$ cat config.mk
export PLATFORM = sky130hd
export DESIGN_NAME = rv_alu_core
export DESIGN_NICKNAME = d
export VERILOG_FILES = /design/src/rtl/core_cfg_pkg.sv /design/src/rtl/rv_isa_pkg.sv /design/src/rtl/dec_exe_if.sv /design/src/rtl/exe_res_if.sv /design/src/rtl/inst_decode.sv /design/src/rtl/alu_execute.sv /design/src/rtl/result_writeback.sv /design/src/rtl/reg_file.sv /design/src/rtl/rv_alu_core.sv
export SDC_FILE = /design/constraint.sdc
export NUM_CORES = 2
export LEC_CHECK = 0
export BUFFER_PORTS_ARGS = -buffer_cell sky130_fd_sc_hd__buf_2
export CAP_MARGIN = 15
export CORE_MARGIN = 2
export CORE_UTILIZATION = 30
export DETAILED_ROUTE_END_ITERATION = 7
export GPL_TIMING_DRIVEN = 0
export PLACE_DENSITY_LB_ADDON = 0.12
export SLEW_MARGIN = 40
export SYNTH_ARGS = -nofsm -noshare
export SYNTH_HDL_FRONTEND = slang
export SYNTH_SLANG_ARGS = --single-unit
$ cat constraint.sdc
create_clock -name clk -period 8.1 [get_ports clk]
set_input_delay 0.405 -clock clk [delete_from_list [all_inputs] [get_ports clk]]
set_output_delay 0.405 -clock clk [all_outputs]
set_load 0.1 [all_outputs]
$ cat src/rtl/core_cfg_pkg.sv
/*
 * core configuration for the RV32I integer core
 * data and register index widths, ALU operation encoding
 */

package core_cfg_pkg;

    localparam int XLEN       = 32;
    localparam int REG_COUNT  = 32;
    localparam int REG_ADDR_W = 5;

    // operations the execute stage knows about
    typedef enum logic [3:0] {
        ALU_ADD    = 4'd0,
        ALU_SUB    = 4'd1,
        ALU_SLL    = 4'd2,
        ALU_SLT    = 4'd3,
        ALU_SLTU   = 4'd4,
        ALU_XOR    = 4'd5,
        ALU_SRL    = 4'd6,
        ALU_SRA    = 4'd7,
        ALU_OR     = 4'd8,
        ALU_AND    = 4'd9,
        ALU_PASS_B = 4'd10   // LUI
    } alu_op_e;

endpackage

$ cat src/rtl/rv_isa_pkg.sv
/*
 * RV32I encodings used by the integer core
 * opcodes, funct3/funct7 codes and the instruction word views
 */

package rv_isa_pkg;

    // major opcodes
    localparam logic [6:0] OPC_OP_IMM = 7'b0010011;
    localparam logic [6:0] OPC_OP     = 7'b0110011;
    localparam logic [6:0] OPC_LUI    = 7'b0110111;

    localparam logic [2:0] F3_ADD_SUB = 3'b000;
    localparam logic [2:0] F3_SLL     = 3'b001;
    localparam logic [2:0] F3_SLT     = 3'b010;
    localparam logic [2:0] F3_SLTU    = 3'b011;
    localparam logic [2:0] F3_XOR     = 3'b100;
    localparam logic [2:0] F3_SR      = 3'b101;  // srl / sra
    localparam logic [2:0] F3_OR      = 3'b110;
    localparam logic [2:0] F3_AND     = 3'b111;

    localparam logic [6:0] F7_BASE = 7'b0000000;
    localparam logic [6:0] F7_ALT  = 7'b0100000;  // sub, sra

    typedef struct packed {
        logic [6:0] funct7;
        logic [4:0] rs2;
        logic [4:0] rs1;
        logic [2:0] funct3;
        logic [4:0] rd;
        logic [6:0] opcode;
    } r_fmt_s;

    typedef struct packed {
        logic [11:0] imm12;
        logic [4:0]  rs1;
        logic [2:0]  funct3;
        logic [4:0]  rd;
        logic [6:0]  opcode;
    } i_fmt_s;

    // one word, two views
    typedef union packed {
        r_fmt_s r;
        i_fmt_s i;
    } inst_u;

endpackage

$ cat src/rtl/dec_exe_if.sv
/*
 * decode to execute link
 * carries one decoded operation with its operands
 */

`timescale 1ns/10ps

interface dec_exe_if import core_cfg_pkg::*; ();

    logic                  valid;      // one cycle pulse
    alu_op_e               op;
    logic [XLEN-1:0]       operand_a;
    logic [XLEN-1:0]       operand_b;
    logic [REG_ADDR_W-1:0] rd;
    logic                  rd_we;

    modport decode (
        output valid, op, operand_a, operand_b, rd, rd_we
    );

    modport execute (
        input valid, op, operand_a, operand_b, rd, rd_we
    );

endinterface

$ cat src/rtl/exe_res_if.sv
/*
 * execute to write-back link
 * carries the ALU result and its destination
 */

`timescale 1ns/10ps

interface exe_res_if import core_cfg_pkg::*; ();

    logic                  valid;
    logic [XLEN-1:0]       result;
    logic [REG_ADDR_W-1:0] rd;
    logic                  rd_we;

    modport execute (
        output valid, result, rd, rd_we
    );

    modport writeback (
        input valid, result, rd, rd_we
    );

endinterface

$ cat src/rtl/inst_decode.sv
/*
 * instruction decode
 * takes one request, decodes it, reads operands and forms the immediate
 */

`timescale 1ns/10ps

module inst_decode import core_cfg_pkg::*, rv_isa_pkg::*; (
    input  logic                  clk,
    input  logic                  reset_i,
    input  logic [XLEN-1:0]       inst_i,
    input  logic                  inst_req_i,
    input  logic [XLEN-1:0]       rs1_data_i,
    input  logic [XLEN-1:0]       rs2_data_i,
    output logic [REG_ADDR_W-1:0] rs1_addr_o,
    output logic [REG_ADDR_W-1:0] rs2_addr_o,
    dec_exe_if.decode             dec_o
);

    inst_u           inst;
    logic            taken;   // request already accepted
    logic            accept;
    alu_op_e         op_d;
    logic [XLEN-1:0] opb_d;
    logic            we_d;

    function automatic alu_op_e alu_sel(input logic [2:0] f3, input logic alt,
                                        input logic reg_form);
        case (f3)
            F3_ADD_SUB: return (alt && reg_form) ? ALU_SUB : ALU_ADD;
            F3_SLL:     return ALU_SLL;
            F3_SLT:     return ALU_SLT;
            F3_SLTU:    return ALU_SLTU;
            F3_XOR:     return ALU_XOR;
            F3_SR:      return alt ? ALU_SRA : ALU_SRL;
            F3_OR:      return ALU_OR;
            F3_AND:     return ALU_AND;
            default:    return ALU_ADD;
        endcase
    endfunction

    assign inst       = inst_i;
    assign rs1_addr_o = inst.r.rs1;
    assign rs2_addr_o = inst.r.rs2;
    assign accept     = inst_req_i && !taken;

    always_comb begin
        op_d  = ALU_ADD;
        opb_d = '0;
        we_d  = 1'b0;   // unknown opcode writes nothing
        case (inst.r.opcode)
            OPC_OP: begin
                opb_d = rs2_data_i;
                we_d  = (inst.r.funct7 == F7_BASE) || (inst.r.funct7 == F7_ALT);
                op_d  = alu_sel(inst.r.funct3, inst_i[30], 1'b1);
            end
            OPC_OP_IMM: begin
                opb_d = {{(XLEN-12){inst.i.imm12[11]}}, inst.i.imm12};
                we_d  = 1'b1;
                if ((inst.i.funct3 == F3_SLL) || (inst.i.funct3 == F3_SR)) begin
                    // upper bits of the shamt form act as funct7
                    opb_d = {{(XLEN-5){1'b0}}, inst.i.imm12[4:0]};
                    we_d  = (inst.i.imm12[11:5] == F7_BASE) || (inst.i.imm12[11:5] == F7_ALT);
                end
                op_d = alu_sel(inst.i.funct3, inst_i[30], 1'b0);
            end
            OPC_LUI: begin
                opb_d = {inst_i[31:12], {12{1'b0}}};
                we_d  = 1'b1;
                op_d  = ALU_PASS_B;
            end
            default: ;
        endcase
    end

    always_ff @(posedge clk) begin
        if (reset_i) begin
            taken       <= 1'b0;
            dec_o.valid <= 1'b0;
        end else begin
            dec_o.valid <= accept;
            if (accept) begin
                taken <= 1'b1;
            end else if (!inst_req_i) begin
                taken <= 1'b0;   // ready for the next request
            end
        end
    end

    always_ff @(posedge clk) begin
        if (accept) begin
            dec_o.op        <= op_d;
            dec_o.operand_a <= rs1_data_i;
            dec_o.operand_b <= opb_d;
            dec_o.rd        <= inst.r.rd;
            dec_o.rd_we     <= we_d;
        end
    end

endmodule

$ cat src/rtl/alu_execute.sv
/*
 * execute stage
 * registered ALU for the kept RV32I integer operations
 */

`timescale 1ns/10ps

module alu_execute import core_cfg_pkg::*; (
    input  logic       clk,
    input  logic       reset_i,
    dec_exe_if.execute dec_i,
    exe_res_if.execute res_o
);

    logic [XLEN-1:0] a;
    logic [XLEN-1:0] b;
    logic [4:0]      shamt;
    logic [XLEN-1:0] alu_out;

    assign a     = dec_i.operand_a;
    assign b     = dec_i.operand_b;
    assign shamt = b[4:0];

    always_comb begin
        case (dec_i.op)
            ALU_ADD:    alu_out = a + b;
            ALU_SUB:    alu_out = a - b;
            ALU_SLL:    alu_out = a << shamt;
            ALU_SLT:    alu_out = {{(XLEN-1){1'b0}}, $signed(a) < $signed(b)};
            ALU_SLTU:   alu_out = {{(XLEN-1){1'b0}}, a < b};
            ALU_XOR:    alu_out = a ^ b;
            ALU_SRL:    alu_out = a >> shamt;
            ALU_SRA:    alu_out = $signed(a) >>> shamt;   // keeps sign
            ALU_OR:     alu_out = a | b;
            ALU_AND:    alu_out = a & b;
            ALU_PASS_B: alu_out = b;
            default:    alu_out = '0;
        endcase
    end

    always_ff @(posedge clk) begin
        if (reset_i) begin
            res_o.valid <= 1'b0;
        end else begin
            res_o.valid <= dec_i.valid;
        end
    end

    // result record follows the valid pulse
    always_ff @(posedge clk) begin
        if (dec_i.valid) begin
            res_o.result <= alu_out;
            res_o.rd     <= dec_i.rd;
            res_o.rd_we  <= dec_i.rd_we;
        end
    end

endmodule

$ cat src/rtl/result_writeback.sv
/*
 * write-back stage
 * commits the result to the register file and closes the handshake
 */

`timescale 1ns/10ps

module result_writeback import core_cfg_pkg::*; (
    input  logic                  clk,
    input  logic                  reset_i,
    input  logic                  inst_req_i,
    exe_res_if.writeback          res_i,
    output logic                  rf_we_o,
    output logic [REG_ADDR_W-1:0] rf_waddr_o,
    output logic [XLEN-1:0]       rf_wdata_o,
    output logic                  inst_ack_o,
    output logic                  wb_we_o,
    output logic [REG_ADDR_W-1:0] wb_addr_o,
    output logic [XLEN-1:0]       wb_data_o
);

    logic commit;

    // x0 is never written
    assign commit     = res_i.valid && res_i.rd_we && (res_i.rd != '0);
    assign rf_we_o    = commit;
    assign rf_waddr_o = res_i.rd;
    assign rf_wdata_o = res_i.result;

    always_ff @(posedge clk) begin
        if (reset_i) begin
            inst_ack_o <= 1'b0;
            wb_we_o    <= 1'b0;
        end else if (res_i.valid) begin
            inst_ack_o <= 1'b1;
            wb_we_o    <= commit;
        end else if (!inst_req_i) begin
            inst_ack_o <= 1'b0;   // source let go of the request
            wb_we_o    <= 1'b0;
        end
    end

    always_ff @(posedge clk) begin
        if (res_i.valid) begin
            wb_addr_o <= res_i.rd;
            wb_data_o <= res_i.result;
        end
    end

endmodule

$ cat src/rtl/reg_file.sv
/*
 * integer register file
 * two combinational reads, one synchronous write, x0 reads zero
 */

`timescale 1ns/10ps

module reg_file import core_cfg_pkg::*; (
    input  logic                  clk,
    input  logic                  reset_i,
    input  logic [REG_ADDR_W-1:0] rs1_addr_i,
    input  logic [REG_ADDR_W-1:0] rs2_addr_i,
    input  logic                  we_i,
    input  logic [REG_ADDR_W-1:0] waddr_i,
    input  logic [XLEN-1:0]       wdata_i,
    output logic [XLEN-1:0]       rs1_data_o,
    output logic [XLEN-1:0]       rs2_data_o
);

    logic [XLEN-1:0] regs [REG_COUNT];

    always_ff @(posedge clk) begin
        if (reset_i) begin
            for (int i = 0; i < REG_COUNT; i++) begin
                regs[i] <= '0;
            end
        end else if (we_i) begin
            regs[waddr_i] <= wdata_i;
        end
    end

    assign rs1_data_o = (rs1_addr_i == '0) ? '0 : regs[rs1_addr_i];
    assign rs2_data_o = (rs2_addr_i == '0) ? '0 : regs[rs2_addr_i];

endmodule

$ cat src/rtl/rv_alu_core.sv
/*
 * RV32I integer core, top level
 * decode, execute, write-back and the register file
 */

`timescale 1ns/10ps

module rv_alu_core import core_cfg_pkg::*; (
    input  logic                  clk,
    input  logic                  reset_i,
    input  logic [XLEN-1:0]       inst_i,
    input  logic                  inst_req_i,
    output logic                  inst_ack_o,
    output logic                  wb_we_o,
    output logic [REG_ADDR_W-1:0] wb_addr_o,
    output logic [XLEN-1:0]       wb_data_o
);

    logic [REG_ADDR_W-1:0] rs1_addr;
    logic [REG_ADDR_W-1:0] rs2_addr;
    logic [XLEN-1:0]       rs1_data;
    logic [XLEN-1:0]       rs2_data;
    logic                  rf_we;
    logic [REG_ADDR_W-1:0] rf_waddr;
    logic [XLEN-1:0]       rf_wdata;

    dec_exe_if dec_exe ();
    exe_res_if exe_res ();

    inst_decode inst_decode_inst (
        .clk        (clk),
        .reset_i    (reset_i),
        .inst_i     (inst_i),
        .inst_req_i (inst_req_i),
        .rs1_data_i (rs1_data),
        .rs2_data_i (rs2_data),
        .rs1_addr_o (rs1_addr),
        .rs2_addr_o (rs2_addr),
        .dec_o      (dec_exe.decode)
    );

    alu_execute alu_execute_inst (
        .clk     (clk),
        .reset_i (reset_i),
        .dec_i   (dec_exe.execute),
        .res_o   (exe_res.execute)
    );

    result_writeback result_writeback_inst (
        .clk        (clk),
        .reset_i    (reset_i),
        .inst_req_i (inst_req_i),
        .res_i      (exe_res.writeback),
        .rf_we_o    (rf_we),
        .rf_waddr_o (rf_waddr),
        .rf_wdata_o (rf_wdata),
        .inst_ack_o (inst_ack_o),
        .wb_we_o    (wb_we_o),
        .wb_addr_o  (wb_addr_o),
        .wb_data_o  (wb_data_o)
    );

    reg_file reg_file_inst (
        .clk        (clk),
        .reset_i    (reset_i),
        .rs1_addr_i (rs1_addr),
        .rs2_addr_i (rs2_addr),
        .we_i       (rf_we),
        .waddr_i    (rf_waddr),
        .wdata_i    (rf_wdata),
        .rs1_data_o (rs1_data),
        .rs2_data_o (rs2_data)
    );

endmodule

==> results.md <==
- Status: finished, final reports clean
- RSZ-0062 raised after global routing: false
- GPL Wtd Cong: 1.019
- WP data arrival: approximately 7000 ps
- Leak pwr: around 28 nW
- Core area: roughly 0.23 sq mm
- Cells after Synth: 4,876
- Slew headroom: 0.3114
- Final Slew Violations: 0
- Crit Path Category: flop to flop
- Final worst-path cycle share: 0.8059
- H-tree levels: 4
- Hold WS: 109.2 ps
- Nets@finish: around 5,300
- EDFF count, synth: around 1,200
- Final Hold Fails: 0
- Maximum clock insertion buffer count: 3
- Ports: 74
- Final instance count without filler cells: 8,296
- Worst r2r src: inst_decode_inst.dec_o.operand_b[2]
- Setup Buffers After CTS: 0
- Syn_area_per_cell: 13.98 sq um
- DP Cell Count: 8,017
- I/O Buffers: between 60 and 70
- Worst hold path type: input pin to flop
- Post-DR wirelength/cell: 37.61 um
- Vias/cell: around 5.7
- Peak Freq: about 150 MHz
- Post-synth top area cell: edfxtp_1
- Met1 wire length: around 140 mm
- Max-cap violations: 0
- Die width: just under 500 um
- Setup TNS: 0 ps
- Required time of the critical path: around 8600 ps
- Row Count: around 180
- Pwr dens: about 210 mW/mm^2
- Post-Syn Area: 0.06819 sq mm
- Worst-path fanout max: 11
- Sink Count: between 1,000 and 1,500
- Synth area leaders: edfxtp_1 (52%), mux4_2 (21%), and2_1 (9.2%)
- DR pass1 iterations: 8
- P&R area growth vs syn: 14.78%
- Prevailing post-synth register cell: edfxtp_1
- Num CTS Buffers: around 150
- Final setup viols: 0
- Starting density of the core: 0.3009
- Hold_buf cts: 7
- Worst-path clk slew: about 50 ps
- Initial DRC count: slightly above 6,000
- CTS resizes: 0
- Flops & latches, synth: ~1,200
- Pin count of the biggest net entering global routing: 33
- CTS tree: yes
- Worst-Skew Late Latency: approximately 810 ps
- Tot GR Track Use: 0.2665
- Filler cell count: 22,243
- Seq/Total Area, Yosys: 0.5181
- VDD IR max: 0.1517 mV
- Count leader, synth: edfxtp_1
- Setup crit start kind: flop
- Die area: around 0.23 sq mm
- Number of distinct library cells after synthesis: between 80 and 90
- Vias in the first global route: roughly 47,000
- Kind of end point of the critical path: flop
- Initial antenna violation count: 29
- Hold path start: inst_i[25]
- Met2 WL post-DR: between 100 and 150 mm
- DP HPWL: ~240 mm
- Leading cell types by count after synthesis: edfxtp_1 (1,173), and2_1 (1,008), mux4_2 (647)
- Final worst path period need: roughly 6500 ps
- Top-area cell type share of the netlist area: 0.5166
- Critical path startpoint: inst_decode_inst.dec_o.operand_b[2]
- Die Ht: 480.7 um
- Drt drc: 0
- Skew final: 30.72 ps
- Post-synthesis async set-or-reset flop share: 0
- Grt total ovfl: 0
- Routed vias: 47,206
- WL met3: ~22 mm
- Layout cell share with drive strength beyond 1: 0.2369
- YS warnings: 0
- Post-route ant nets: 0
- Root buffer cell: clkbuf_16
- Total Wirelength: approximately 310 mm
- First-pass GRT wire length: about 420 mm
- Max layer used: met5
- Worst-margin pin slew: 1022 ps
## layout make-up
class / count / area (sq um) / share of cell area
antenna: 11 / 27.53 / 0.0003517
buffer: 473 / 2047 / 0.02616
clock buffer: 180 / 3887 / 0.04967
clock inverter: 80 / 789.5 / 0.01009
inverter: 96 / 360.3 / 0.004604
multi-input combinational: 3160 / 30940 / 0.3954
sequential: 1178 / 35330 / 0.4515
tap: 3009 / 3765 / 0.04811
timing repair buffer: 109 / 1107 / 0.01415
## per-layer routing
| layer | track usage | vias up |
|---|---|---|
| met5 | 0 | - |
| met4 | 0.09480 | 8 |
| met3 | 0.05266 | 429 |
| met2 | 0.4099 | 2131 |
| met1 | 0.3732 | 25246 |
| li1 | - | 19392 |
## power by group
part	leakage (nW)	internal, W	switching (W)	total [W]
Clock	2.28	0.00382	0.00280	0.00662
Sequential	12.1	0.00694	0.000219	0.00716
Combinational	13.6	0.000837	0.00162	0.00245
Total	27.9	0.0116	0.00463	0.0162
## cell usage in the layout (no fill, tap or decap), types with 25 or more instances in the layout
cell type     n
a211oi_1     25
a21oi_1     163
a221oi_1     30
and2_1     1008
buf_2       160
clkbuf_1    299
clkbuf_16   151
clkbuf_2    100
clkinv_1     29
conb_1       32
edfxtp_1   1173
ha_1        102
inv_1        95
mux2i_1     132
mux4_2      647
nand2_1     148
nand2b_1     25
nand3_1      34
nor2_1      207
nor3_1       39
o211ai_1     38
o21ai_0     131
or2_4        31
## critical path: stages (launching register included)
cell and delay, ps:
edfxtp_1 430, buf_2 260, inv_1 130, buf_2 350, buf_2 550, buf_2 440, buf_2 410, ha_1 350
inv_1 160, a21oi_1 130, o31ai_1 600, a31oi_2 390, o211a_1 470, o21ai_0 760, nor2b_1 200, a32oi_1 240
o22ai_1 270
## per-stage QoR
stage / total power, W / utilization / area [sq um] / worst slack [ps]
floorplan: 0.008510 / - / 68300 / 3939
global placement: 0.009642 / 0.3195 / 72400 / 917.3
detailed placement: 0.009694 / 0.3239 / 73410 / 1944
CTS: 0.01627 / 0.3449 / 78160 / 1890
global route: 0.01661 / 0.3453 / 78250 / 1534
finish: 0.01623 / 0.3453 / 78260 / 1572
## state kept, by name (all words and copies together), names as in the netlist, 4 cells and up
register                          flops
alu_execute_inst.res_o.rd             5
inst_decode_inst.dec_o.operand_a     32
reg_file_inst.regs                 1024
result_writeback_inst.wb_addr_o       5
inst_decode_inst.dec_o.operand_b     32
alu_execute_inst.res_o.result        32
inst_decode_inst.dec_o.op             4
result_writeback_inst.wb_data_o      32
inst_decode_inst.dec_o.rd             5
## worst paths after layout
check                                        endpoint  slack [ps]  cells after the start
setup / recovery    alu_execute_inst.res_o.result[31]        1570                     16
hold / removal    inst_decode_inst.dec_o.operand_b[5]         110                      3
setup reg to reg    alu_execute_inst.res_o.result[31]        1570                     16
hold reg to reg          alu_execute_inst.res_o.rd[2]         420                      0
## kinds of logic after synthesis
family / synth area share
compound gates: 0.05966
xor+xnor: 0.0006424
fa+ha+maj: 0.01930
buf+inv: 0.03288
flops: 0.5181
mux: 0.2370
other cells: 0.00005500
simple gates: 0.1324
Note: power is estimated with default switching activity, not from simulation.
